`src/include/qla_consts.svh`:
```
// register bus constants for the QLA board core
// address spaces, register offsets, axis count and safety trip length
`ifndef QLA_CONSTS_SVH
`define QLA_CONSTS_SVH

// ----------------------------------------------------------------------
// address map, addr[15:12] space, addr[7:4] channel, addr[3:0] offset
// ----------------------------------------------------------------------
`define QLA_SPACE_MAIN     4'h0   // board + per-axis registers
`define QLA_SPACE_HUB      4'h2   // hub quadlet memory

`define QLA_CHAN_BOARD     4'h0   // channel 0 holds board i/o

`define QLA_OFF_STATUS     4'h0   // board status / control
`define QLA_OFF_DAC_CTRL   4'h1   // current command, channels 1..4

// ----------------------------------------------------------------------
// sizes
// ----------------------------------------------------------------------
`define QLA_NUM_AXES       4
`define QLA_HUB_DEPTH      16     // quadlets

// consecutive over-current samples before the amp is cut
`define QLA_SAFETY_CYCLES  4

`endif

```
`src/rtl/qla_axis_pkg.sv`:
```
// motor axis types
// current values and one-bit-per-axis masks
`default_nettype none

package qla_axis_pkg;

`include "qla_consts.svh"

    typedef logic [15:0] cur_t;   // unsigned current, dac / adc counts

    // bit 0 is axis 1
    typedef logic [`QLA_NUM_AXES-1:0] axis_mask_t;

endpackage

`default_nettype wire

```
`src/rtl/qla_bus_pkg.sv`:
```
// register bus types
// address, quadlet data and address-space codes
`default_nettype none

package qla_bus_pkg;

`include "qla_consts.svh"

    typedef logic [15:0] reg_addr_t;   // space | xx | channel | offset
    typedef logic [31:0] reg_data_t;   // one quadlet

    // only the spaces this core decodes
    typedef enum logic [3:0] {
        SPACE_MAIN = `QLA_SPACE_MAIN,
        SPACE_HUB  = `QLA_SPACE_HUB
    } addr_space_t;

endpackage

`default_nettype wire

```
`src/rtl/board_regs.sv`:
```
// channel 0 board registers
// status / control word, enable command pulses, registered amp disable
`timescale 1ns/1ns
`default_nettype none

`include "qla_consts.svh"

module board_regs (
    input  wire                      sysclk,
    input  wire                      rst,
    input  wire                      wsel,            // decoded channel-0 write
    input  qla_bus_pkg::reg_addr_t   waddr,
    input  qla_bus_pkg::reg_data_t   wdata,
    input  qla_bus_pkg::reg_addr_t   raddr,
    input  wire [3:0]                board_id,        // rotary switch
    input  qla_axis_pkg::axis_mask_t safety_disable,  // from the safety checks
    output qla_bus_pkg::reg_data_t   rdata,
    output logic                     pwr_enable,
    output qla_axis_pkg::axis_mask_t amp_disable,
    output logic                     pwr_enable_cmd,  // one-cycle pulses
    output qla_axis_pkg::axis_mask_t amp_enable_cmd
);
    import qla_bus_pkg::*;
    import qla_axis_pkg::*;

    axis_mask_t amp_enable;
    logic       status_wr;
    reg_data_t  status;

    assign status_wr = wsel && (waddr[3:0] == `QLA_OFF_STATUS);

    // ------------------------------------------------------------------
    // control bits and command pulses
    // ------------------------------------------------------------------
    always_ff @(posedge sysclk) begin
        if (rst) begin
            amp_enable     <= '0;
            pwr_enable     <= 1'b0;
            pwr_enable_cmd <= 1'b0;
            amp_enable_cmd <= '0;
        end else begin
            if (status_wr) begin
                amp_enable <= wdata[3:0];
                pwr_enable <= wdata[8];
            end
            // pulses drop again unless rewritten
            pwr_enable_cmd <= status_wr & wdata[8];
            amp_enable_cmd <= status_wr ? wdata[3:0] : '0;
        end
    end

    // amp output, off unless enabled and not tripped
    always_ff @(posedge sysclk) begin
        if (rst)
            amp_disable <= '1;   // amps off out of reset
        else
            amp_disable <= ~amp_enable | safety_disable;
    end

    // ------------------------------------------------------------------
    // readback
    // ------------------------------------------------------------------
    assign status = {4'h0, board_id,    // 31..24
                     15'h0, pwr_enable, // 23..8
                     safety_disable,    // 7..4
                     amp_enable};       // 3..0

    assign rdata = (raddr[3:0] == `QLA_OFF_STATUS) ? status : '0;

endmodule

`default_nettype wire

```
`src/rtl/dac_regs.sv`:
```
// per-axis current command registers
// written through channels 1..4, offset DAC_CTRL
`timescale 1ns/1ns
`default_nettype none

`include "qla_consts.svh"

module dac_regs (
    input  wire                    sysclk,
    input  wire                    rst,
    input  wire                    wsel,      // decoded axis-channel write
    input  qla_bus_pkg::reg_addr_t waddr,
    input  qla_bus_pkg::reg_data_t wdata,
    input  qla_bus_pkg::reg_addr_t raddr,
    output qla_bus_pkg::reg_data_t rdata,
    output qla_axis_pkg::cur_t     cur_cmd [`QLA_NUM_AXES]
);
    import qla_axis_pkg::*;

    localparam int IW = $clog2(`QLA_NUM_AXES);

    logic [3:0] wchan_m1, rchan_m1;   // channel n -> axis index n-1
    logic       rd_hit;
    cur_t       rd_cmd;

    assign wchan_m1 = waddr[7:4] - 4'd1;
    assign rchan_m1 = raddr[7:4] - 4'd1;

    always_ff @(posedge sysclk) begin
        if (rst) begin
            for (int i = 0; i < `QLA_NUM_AXES; i++)
                cur_cmd[i] <= '0;
        end else if (wsel && waddr[3:0] == `QLA_OFF_DAC_CTRL) begin
            cur_cmd[wchan_m1[IW-1:0]] <= wdata[15:0];
        end
    end

    // readback only on axis channels at the command offset
    assign rd_hit = (raddr[3:0] == `QLA_OFF_DAC_CTRL) && (raddr[7:4] != 4'd0)
                    && (raddr[7:4] <= 4'(`QLA_NUM_AXES));
    assign rd_cmd = cur_cmd[rchan_m1[IW-1:0]];
    assign rdata  = rd_hit ? {16'h0, rd_cmd} : '0;

endmodule

`default_nettype wire

```
`src/rtl/fpga_qla_top.sv`:
```
// QLA register bus core top level
// router, hub memory, board and dac registers, per-axis safety checks
`timescale 1ns/1ns
`default_nettype none

`include "qla_consts.svh"

module fpga_qla_top (
    input  wire                      sysclk,
    input  wire                      rst,
    input  wire [3:0]                board_id,
    // firewire master
    input  wire                      fw_reg_wen,
    input  qla_bus_pkg::reg_addr_t   fw_reg_waddr,
    input  qla_bus_pkg::reg_data_t   fw_reg_wdata,
    input  qla_bus_pkg::reg_addr_t   fw_reg_raddr,
    // ethernet master
    input  wire                      eth_reg_wen,
    input  qla_bus_pkg::reg_addr_t   eth_reg_waddr,
    input  qla_bus_pkg::reg_data_t   eth_reg_wdata,
    input  qla_bus_pkg::reg_addr_t   eth_reg_raddr,
    input  wire                      eth_read_en,
    input  qla_axis_pkg::cur_t       cur_fb [`QLA_NUM_AXES],  // adc feedback
    output qla_bus_pkg::reg_data_t   reg_rdata,
    output logic                     pwr_enable,
    output qla_axis_pkg::axis_mask_t amp_disable,
    output qla_axis_pkg::axis_mask_t safety_amp_disable
);
    import qla_bus_pkg::*;
    import qla_axis_pkg::*;

    // merged bus
    reg_addr_t  reg_waddr, reg_raddr;
    reg_data_t  reg_wdata;
    logic       hub_wsel, board_wsel, dac_wsel;
    reg_data_t  hub_rdata, board_rdata, dac_rdata;

    // enable command pulses that clear the safety latches
    logic       pwr_enable_cmd;
    axis_mask_t amp_enable_cmd;
    cur_t       cur_cmd [`QLA_NUM_AXES];

    // ------------------------------------------------------------------
    // bus and slaves
    // ------------------------------------------------------------------
    reg_bus_router router (
        .fw_reg_wen, .fw_reg_waddr, .fw_reg_wdata, .fw_reg_raddr,
        .eth_reg_wen, .eth_reg_waddr, .eth_reg_wdata, .eth_reg_raddr, .eth_read_en,
        .hub_rdata, .board_rdata, .dac_rdata,
        .reg_waddr, .reg_wdata, .reg_wen(), .reg_raddr,
        .hub_wsel, .board_wsel, .dac_wsel, .reg_rdata
    );

    hub_mem hub (
        .sysclk, .rst, .wsel(hub_wsel), .waddr(reg_waddr), .wdata(reg_wdata),
        .raddr(reg_raddr), .rdata(hub_rdata)
    );

    board_regs chan0 (
        .sysclk, .rst, .wsel(board_wsel), .waddr(reg_waddr), .wdata(reg_wdata),
        .raddr(reg_raddr), .board_id, .safety_disable(safety_amp_disable),
        .rdata(board_rdata), .pwr_enable, .amp_disable,
        .pwr_enable_cmd, .amp_enable_cmd
    );

    dac_regs dac (
        .sysclk, .rst, .wsel(dac_wsel), .waddr(reg_waddr), .wdata(reg_wdata),
        .raddr(reg_raddr), .rdata(dac_rdata), .cur_cmd
    );

    // ------------------------------------------------------------------
    // one safety checker per axis
    // ------------------------------------------------------------------
    for (genvar i = 0; i < `QLA_NUM_AXES; i++) begin : g_safety
        safety_check safe (
            .sysclk, .rst,
            .cur_fb(cur_fb[i]),
            .cur_cmd(cur_cmd[i]),
            .clear_disable(pwr_enable_cmd | amp_enable_cmd[i]),
            .safety_disable(safety_amp_disable[i])
        );
    end

endmodule

`default_nettype wire

```
`src/rtl/hub_mem.sv`:
```
// hub quadlet memory
// write on select, combinational read, unwritten words read zero
`timescale 1ns/1ns
`default_nettype none

`include "qla_consts.svh"

module hub_mem (
    input  wire                    sysclk,
    input  wire                    rst,
    input  wire                    wsel,
    input  qla_bus_pkg::reg_addr_t waddr,
    input  qla_bus_pkg::reg_data_t wdata,
    input  qla_bus_pkg::reg_addr_t raddr,
    output qla_bus_pkg::reg_data_t rdata
);
    import qla_bus_pkg::*;

    localparam int AW = $clog2(`QLA_HUB_DEPTH);

    reg_data_t                 mem [`QLA_HUB_DEPTH];
    logic [`QLA_HUB_DEPTH-1:0] valid;   // word written since reset

    always_ff @(posedge sysclk) begin
        if (wsel)
            mem[waddr[AW-1:0]] <= wdata;
    end

    always_ff @(posedge sysclk) begin
        if (rst)
            valid <= '0;
        else if (wsel)
            valid[waddr[AW-1:0]] <= 1'b1;
    end

    assign rdata = valid[raddr[AW-1:0]] ? mem[raddr[AW-1:0]] : '0;

endmodule

`default_nettype wire

```
`src/rtl/reg_bus_router.sv`:
```
// register bus router
// merges firewire and ethernet masters, decodes write selects, muxes reads
`timescale 1ns/1ns
`default_nettype none

`include "qla_consts.svh"

module reg_bus_router (
    // firewire master
    input  wire                    fw_reg_wen,
    input  qla_bus_pkg::reg_addr_t fw_reg_waddr,
    input  qla_bus_pkg::reg_data_t fw_reg_wdata,
    input  qla_bus_pkg::reg_addr_t fw_reg_raddr,
    // ethernet master
    input  wire                    eth_reg_wen,
    input  qla_bus_pkg::reg_addr_t eth_reg_waddr,
    input  qla_bus_pkg::reg_data_t eth_reg_wdata,
    input  qla_bus_pkg::reg_addr_t eth_reg_raddr,
    input  wire                    eth_read_en,    // eth owns the read address
    // slave read data
    input  qla_bus_pkg::reg_data_t hub_rdata,
    input  qla_bus_pkg::reg_data_t board_rdata,
    input  qla_bus_pkg::reg_data_t dac_rdata,
    // merged bus
    output qla_bus_pkg::reg_addr_t reg_waddr,
    output qla_bus_pkg::reg_data_t reg_wdata,
    output logic                   reg_wen,
    output qla_bus_pkg::reg_addr_t reg_raddr,
    output logic                   hub_wsel,
    output logic                   board_wsel,
    output logic                   dac_wsel,
    output qla_bus_pkg::reg_data_t reg_rdata
);
    import qla_bus_pkg::*;

    addr_space_t wspace, rspace;
    logic [3:0]  wchan, rchan;
    logic        wchan_axis, rchan_axis;   // channel 1..NUM_AXES

    // ------------------------------------------------------------------
    // master merge, ethernet wins a write collision
    // ------------------------------------------------------------------
    assign reg_raddr = eth_read_en ? eth_reg_raddr : fw_reg_raddr;
    assign reg_waddr = eth_reg_wen ? eth_reg_waddr : fw_reg_waddr;
    assign reg_wdata = eth_reg_wen ? eth_reg_wdata : fw_reg_wdata;
    assign reg_wen   = fw_reg_wen | eth_reg_wen;

    assign wspace = addr_space_t'(reg_waddr[15:12]);
    assign rspace = addr_space_t'(reg_raddr[15:12]);
    assign wchan  = reg_waddr[7:4];
    assign rchan  = reg_raddr[7:4];

    assign wchan_axis = (wchan != 4'd0) && (wchan <= 4'(`QLA_NUM_AXES));
    assign rchan_axis = (rchan != 4'd0) && (rchan <= 4'(`QLA_NUM_AXES));

    // write selects, slaves never look at the space bits
    assign hub_wsel   = reg_wen && (wspace == SPACE_HUB);
    assign board_wsel = reg_wen && (wspace == SPACE_MAIN) && (wchan == `QLA_CHAN_BOARD);
    assign dac_wsel   = reg_wen && (wspace == SPACE_MAIN) && wchan_axis;

    // read mux, unmapped reads as zero
    always_comb begin
        if (rspace == SPACE_HUB)
            reg_rdata = hub_rdata;
        else if (rspace == SPACE_MAIN && rchan == `QLA_CHAN_BOARD)
            reg_rdata = board_rdata;
        else if (rspace == SPACE_MAIN && rchan_axis)
            reg_rdata = dac_rdata;
        else
            reg_rdata = '0;
    end

endmodule

`default_nettype wire

```
`src/rtl/safety_check.sv`:
```
// single-axis over-current check
// trips when feedback exceeds twice the command for SAFETY_CYCLES samples
`timescale 1ns/1ns
`default_nettype none

`include "qla_consts.svh"

module safety_check (
    input  wire                sysclk,
    input  wire                rst,
    input  qla_axis_pkg::cur_t cur_fb,         // measured current
    input  qla_axis_pkg::cur_t cur_cmd,        // commanded current
    input  wire                clear_disable,  // power or amp enable command
    output logic               safety_disable
);
    localparam int CNT_W = $clog2(`QLA_SAFETY_CYCLES);
    localparam logic [CNT_W-1:0] TRIP_CNT = CNT_W'(`QLA_SAFETY_CYCLES - 1);

    logic [16:0]      fb_ext, limit;
    logic             fault;
    logic [CNT_W-1:0] fault_cnt;   // consecutive faults already seen

    assign fb_ext = {1'b0, cur_fb};
    assign limit  = {cur_cmd, 1'b0};   // 2 * cmd, no overflow at 17 bits
    assign fault  = fb_ext > limit;

    always_ff @(posedge sysclk) begin
        if (rst || clear_disable) begin   // clear wins over a fault
            fault_cnt      <= '0;
            safety_disable <= 1'b0;
        end else if (fault) begin
            if (fault_cnt == TRIP_CNT)
                safety_disable <= 1'b1;      // latched until cleared
            else
                fault_cnt <= fault_cnt + 1'b1;
        end else begin
            fault_cnt <= '0;                 // run broken
        end
    end

endmodule

`default_nettype wire

```
`config.mk`:
```
export PLATFORM = sky130hd
export DESIGN_NAME = fpga_qla_top
export DESIGN_NICKNAME = d
export VERILOG_FILES = /design/src/rtl/qla_axis_pkg.sv /design/src/rtl/qla_bus_pkg.sv /design/src/rtl/board_regs.sv /design/src/rtl/dac_regs.sv /design/src/rtl/fpga_qla_top.sv /design/src/rtl/hub_mem.sv /design/src/rtl/reg_bus_router.sv /design/src/rtl/safety_check.sv
export VERILOG_INCLUDE_DIRS = /design/src /design/src/include
export SDC_FILE = /design/constraint.sdc
export NUM_CORES = 1
export LEC_CHECK = 0
export ABC_AREA = 1
export BUFFER_PORTS_ARGS = -buffer_cell sky130_fd_sc_hd__buf_2
export CORE_MARGIN = 2
export CORE_UTILIZATION = 60
export CTS_CLUSTER_SIZE = 40
export DETAILED_ROUTE_END_ITERATION = 6
export HOLD_SLACK_MARGIN = 0.1
export MAX_ROUTING_LAYER = met4
export PLACE_DENSITY = 0.91
export SKIP_LAST_GASP = 1
export SLEW_MARGIN = 40
export SYNTH_ARGS = -nofsm -noshare
export SYNTH_HDL_FRONTEND = slang
export SYNTH_SLANG_ARGS = --single-unit
```
`constraint.sdc`:
```
create_clock -name sysclk -period 4.2 [get_ports sysclk]
set_input_delay 0.63 -clock sysclk [delete_from_list [all_inputs] [get_ports sysclk]]
set_output_delay 0.63 -clock sysclk [all_outputs]
set_load 0.05 [all_outputs]
```
# After elaboration in Yosys (flattened, before gate mapping)
# Memories as Yosys holds them, arrays and structs flattened.
# Cells that the tools add are included.
dict set report word_totals {
  reg_bits 106
  latch_bits 0
  ram_bits 512
  mem_bits_ro 0
  in_bits 201
  out_inout_bits 41
  memories 1
}
dict set report classes {
  addsub 6
  mul 0
  n_div 0
  n_lt_le_gt_ge 12
  n_eq_ne 8
  shift 0
  n_mux 21
  n_bitwise 16
  n_reduce_logical 35
}
# name depth word_bits rd rd_ports_with_merged_regs write_ports line_no
set mem_list {}
lappend mem_list {hub.mem 16 32 1 0 1 hub_mem.sv:21} ;# reg_data_t mem [`QLA_HUB_DEPTH];
# operator count
set ops {}
lappend ops {{32-bit two-way mux} 5}
lappend ops {{16-bit two-way mux} 6}
lappend ops {{16-bit by 17-bit > comparator with 1-bit output} 4}
lappend ops {{64-bit bitwise mux} 1}
lappend ops {{16-bit binary-select mux with 2-bit select} 1}
lappend ops {{16-bit demux with 2-bit select} 1}
lappend ops {{28-bit two-way mux} 1}
lappend ops {{4-bit zero test} 6}
lappend ops {{16-bit OR} 1}
lappend ops {{1-bit logical AND} 14}
lappend ops {{4-bit by 5-bit less-than comparator with 1-bit output, second input constant} 2}
lappend ops {{2-bit OR reduction} 5}
lappend ops {{2-bit by 1-bit adder with 2-bit output, second input constant} 4}
lappend ops {{2-bit == test, second input constant} 4}
lappend ops {{4-bit by 1-bit == test with 1-bit output, second input constant} 2}
lappend ops {{4-bit by 2-bit == test with 1-bit output, second input constant} 2}
lappend ops {{4-bit by 3-bit less-or-equal comparator with 1-bit output, second input constant} 2}
lappend ops {{2-bit AND reduction} 4}
lappend ops {{4-bit nonzero test} 2}
lappend ops {{3-bit greater-or-equal comparator, second input constant} 2}
lappend ops {{2-bit inverter with 3-bit output} 2}
lappend ops {{1-bit inverter} 5}
lappend ops {{1-bit OR} 5}
lappend ops {{1-bit binary-select mux with 4-bit select} 1}
lappend ops {{9 further kinds} 16}

# Logic depth before layout (Yosys ltp)
dict set report depth {
  word_depth 10
  depth_mapped 15
  ltp_nobuf 13
}

# Hierarchy
# Synthesis repeated with hierarchy kept, for this count alone.
dict set report hier_totals {
  hier_cells 3648
  hier_area_um2 31386.4
}
# module n_inst cells_per_inst area_per_inst_um2
set by_module_without_submodules {}
lappend by_module_without_submodules {hub_mem 1 2260 22816.9}
lappend by_module_without_submodules {dac_regs 1 549 3529.6}
lappend by_module_without_submodules {safety_check 4 86 554.3}
lappend by_module_without_submodules {reg_bus_router 1 385 2085.8}
lappend by_module_without_submodules {board_regs 1 101 700.7}
lappend by_module_without_submodules {fpga_qla_top 1 9 36.3}

# Worst setup path after synthesis
# Ideal clock, no wire load.
dict set report synth_timing {
  path_type {input -> register}
  start {input eth_reg_wen}
  end {memory hub.mem[4][0] (netlist bit) (enable)}
  arrival_time_ps 2908
  path_slack_ps 869
  path_stages 8
  n_path_buf 3
  path_cell_list {buf_6 > inv_2 > buf_6 > clkbuf_1 > o21ai_0 > nor2_1 > inv_1 > nor2_1}
}
dict set report synth_between {
  elab_chain_len 5
  word_cells_on_any_way 6
  cone_classes {eq/ne: 1; mux: 3; bitwise: 1; reduce/logical: 1}
}
# element line_no
set synth_rtl {}
lappend synth_rtl {{start: declaration} fpga_qla_top.sv:18} ;# input wire eth_reg_wen,
lappend synth_rtl {{16-bit two-way mux} reg_bus_router.sv:44} ;# assign reg_waddr = eth_reg_wen ? eth_reg_waddr : fw_reg_waddr;
lappend synth_rtl {{4-bit by 2-bit == test with 1-bit output} reg_bus_router.sv:57} ;# assign hub_wsel = reg_wen && (wspace == SPACE_HUB);
lappend synth_rtl {{1-bit logical AND} reg_bus_router.sv:57}
lappend synth_rtl {{1-bit two-way mux} hub_mem.sv:25} ;# if (wsel)
lappend synth_rtl {{1-bit two-way mux (implied by the code)} hub_mem.sv:26} ;# mem[waddr[AW-1:0]] <= wdata;
lappend synth_rtl {{end: declaration} hub_mem.sv:21}
# Parallel ways exist; a longest one is shown, timed or not.

# Worst setup path in the final report
dict set report layout_timing {
  start {input eth_read_en}
  end {output reg_rdata[3]}
}
dict set report layout_between {
  elab_chain_len 10
  word_cells_on_any_way 27
  cone_classes {add/sub: 1; order compare: 1; eq/ne: 2; mux: 12; bitwise: 1; reduce/logical: 9; memory: 1}
}
# element line_no
set layout_rtl {}
lappend layout_rtl {{start: declaration} fpga_qla_top.sv:22} ;# input wire eth_read_en,
lappend layout_rtl {{16-bit two-way mux (*)} reg_bus_router.sv:43} ;# assign reg_raddr = eth_read_en ? eth_reg_raddr : fw_reg_raddr;
lappend layout_rtl {{2-bit by 1-bit subtractor with 2-bit output} dac_regs.sv:27} ;# assign rchan_m1 = raddr[7:4] - 4'd1;
lappend layout_rtl {{2-bit inverter with 3-bit output (implied by the code)} dac_regs.sv:41} ;# assign rd_cmd = cur_cmd[rchan_m1[IW-1:0]];
lappend layout_rtl {{16-bit binary-select mux with 2-bit select} dac_regs.sv:41}
lappend layout_rtl {{16-bit two-way mux (implied by the code) (2 in series)} dac_regs.sv:41}
lappend layout_rtl {{16-bit two-way mux} dac_regs.sv:42} ;# assign rdata = rd_hit ? {16'h0, rd_cmd} : '0;
lappend layout_rtl {{32-bit two-way mux} reg_bus_router.sv:67} ;# else if (rspace == SPACE_MAIN && rchan_axis)
lappend layout_rtl {{32-bit two-way mux} reg_bus_router.sv:65} ;# else if (rspace == SPACE_MAIN && rchan == `QLA_CHAN_BOARD)
lappend layout_rtl {{32-bit two-way mux (*)} reg_bus_router.sv:63} ;# if (rspace == SPACE_HUB)
lappend layout_rtl {{end: declaration} fpga_qla_top.sv:24} ;# output qla_bus_pkg::reg_data_t reg_rdata,
# Every way passes the cells marked *; elsewhere a longest branch is shown, timed or not. The select of a mux whose other input is x is not followed.

==> results.toml <==
[setup_path]
path_class = "primary input to output pin"
worst-r2r-setup-slack_ns = 2.52
reg2reg_depth = 10
critPathCaptureType = "output pin"
startpoint_type = "primary input"
crit_arrival_ns = 3.38
crit_fanout = 25
worstPathRequired_ns = 3.57

[final_layout]
drive_gt1_share_pct = 13.71
syn2layout_area_growth_pct = 13.74
final_nets = 3648

[power_and_ir_drop]
p_per_area_nw_per_um2 = 401.2
irDropWorstVdd_mv = 0.3907
p_leak_nw = 14.03

[floorplanning]
start_util_pct = 60.44
die_w_um = 225.6
rows = 81
die_area_sq_um = 50890
core_sq_um = 48750
ioPinCount = 242
die_y_um = 225.6

[synthesis]
ys_warn_count = 0
synthTopCellsByArea = "edfxtp_1 52%, nand2_1 12%, dfxtp_1 7.2%"
synth.distinct_cells = 41
synthTopCellsByCount = "926 x nand2_1, 512 x edfxtp_1, 346 x inv_1"
postSynthRegisterBits = 618
synth_top_cell_by_area = "edfxtp_1"
ys_seq_area_share_pct = 59.39
syn_area_per_cell_sq_um = 9.207
synth.cell_area_sq_um = 29460
syn_nets = 3466
async_reset_ff_share_pct = 0
synth_most_common_cell = "nand2_1"
synth_flop_cell = "edfxtp_1"
synth.top_cell.area_share_pct = 52.18
synth_edf_count = 512
postSynthCellCount = 3200

[place]
dpl_worst_slack_ns = 0.1558
io_buffer_count = 225
place.gp.congestion = 0.9753
place_hpwl_um = 53090

[global_route]
antenna_found_initial = 2
overflow = 0
grt_pass1_wl_um = 130900
grt_pass1_vias = 23551
grt_util_all_layers_pct = 35.22
grt_max_degree = 114

[cts]
root_buffer = "clkbuf_16"
cts_tree = "done"
clock_path_buffers = 3
h-tree-depth = 2
clock_latency_ns = 0.64
post-cts-setup-buffer-count = 0
path_clk_slew_ns = 0.07
cts_hold_buf = 0
clock-sinks = 618
cts.repair.resized = 0
cts_made_buffers = 56

[sta]
setup_ws_ns = 0.1933
setup_viol = 0
final_max_slew_viol_count = 0
tns_ns = 0
tightest_slew_ns = 0.9244
maxSlewHeadroom_pct = 37.96
max_freq_mhz = 249.6
min_period_ns = 4.007
finalHoldViolCount = 0
fin_crit_sh_pct = 95.40
rsz0062_at_grt = "false"
finClkSkew_ns = 0.01879

[status]
status = "completed"

[route]
drt-total-wl_um = 87100
vias = 24381
routedWlPerCell_um = 21.27
viasPerCell = 5.954
drtPass1Iterations = 7
drc = 0
antenna_left = 0
drt_iter0_drc = 3720

[hold_path]
whs_path_depth = 2
hp-class = "primary input to register"

[flow_run]
maxCapViolations = 0
-- worst paths after layout --
| check | from | to |
|---|---|---|
| min | rst | hub.valid[10] |
| max | eth_read_en | reg_rdata[3] |
| max reg2reg | dac.cur_cmd[9] | g_safety[3].safe.fault_cnt[1] |
| min reg2reg | chan0.amp_enable[0] | chan0.amp_disable[0] |
-- critical path: stages --
cell and delay, ns:
clkbuf_4 0.31, inv_2 0.23, nand2_4 0.16, nand2_8 0.15, nand2_1 0.13, buf_4 0.30, inv_1 0.13, nand2_1 0.08
nand3_1 0.07, nand2_1 0.06, nand2_1 0.09, nor2_2 0.12, buf_4 0.33, nand2_1 0.12, nand2_1 0.13, buf_2 0.28
-- through the flow --
step	power (mW)	hold WS, ns	cells	utilization (%)	instance area (sq um)
finish	13.44	0.3341	4095	68.74	33510
global placement	8.170	0.4155	3988	64.83	31610
floorplan	7.710	0.3931	3200	-	29460
global route	13.75	0.3457	4095	68.74	33510
detailed placement	8.230	0.4206	3988	64.86	31620
CTS	13.34	0.3197	4093	68.71	33490
-- flip-flops by register name, indices dropped and copies added, names as in the netlist --
signal                        flops
chan0.amp_disable                 4
chan0.amp_enable                  4
chan0.amp_enable_cmd              4
chan0.pwr_enable                  1
chan0.pwr_enable_cmd              1
dac.cur_cmd                      64
g_safety.safe.fault_cnt           8
g_safety.safe.safety_disable      4
hub.mem                         512
hub.valid                        16
-- routing by layer --
| metal | wire length (um) | up-vias | track usage (%) |
|---|---|---|---|
| li1 | - | 10915 | - |
| met1 | 29910 | 11173 | 43.71 |
| met2 | 40420 | 1929 | 53.77 |
| met3 | 12280 | 364 | 9.303 |
| met4 | 4491 | 0 | 17.52 |
| met5 | 0 | - | - |
-- kinds of logic after synthesis --
group | count (synthesis) | share of synthesized area, %
AO/OA/AOI/OAI | 217 | 4.035
flip-flops | 618 | 59.39
XOR/XNOR | 4 | 0.1189
AND/OR/NAND/NOR | 1768 | 26.37
multiplexers | 5 | 0.1699
buffers and inverters | 523 | 7.160
adder cells (fa/ha/maj) | 65 | 2.760
-- power breakdown --
part / internal [mW] / switching [mW]
combinational: 0.408 / 1.04
clock: 2.91 / 2.37
sequential: 6.70 / 0.0126
total: 10.0 / 3.43
-- cells in the final DEF, fill, tap and decap left out, types with 3 or more instances in the layout --
master      count
nand2_1       923
edfxtp_1      512
inv_1         345
nand3_1       327
nor2_1        290
buf_2         220
o21ai_0       124
dfxtp_1       106
nand3b_1       83
nand4_1        71
ha_1           65
clkbuf_16      56
a21oi_1        51
buf_4          51
or2_2          28
buf_12         21
nor2_4         17
clkinv_1       13
o211ai_1       12
o21ai_2        11
clkbuf_1       10
clkinv_2        9
o21ai_1         7
bufinv_16       7
inv_2           6
nand2_4         6
mux2i_1         5
nand2_2         5
nor2_2          5
xor2_1          4
clkinv_4        4
o21ai_4         3
nand4_4         3
nor3_1          3
clkinvlp_4      3
-- area by class of cell --
class	instances	area, sq um
sequential	618	17500
fill	3242	15240
multi-input combinational	2059	10050
timing repair buffer	294	1923
clock buffer	66	1439
inverter	353	1326
tap	664	830.8
clock inverter	39	435.4
antenna	2	5.005
Power figures use the tool's default switching activity.
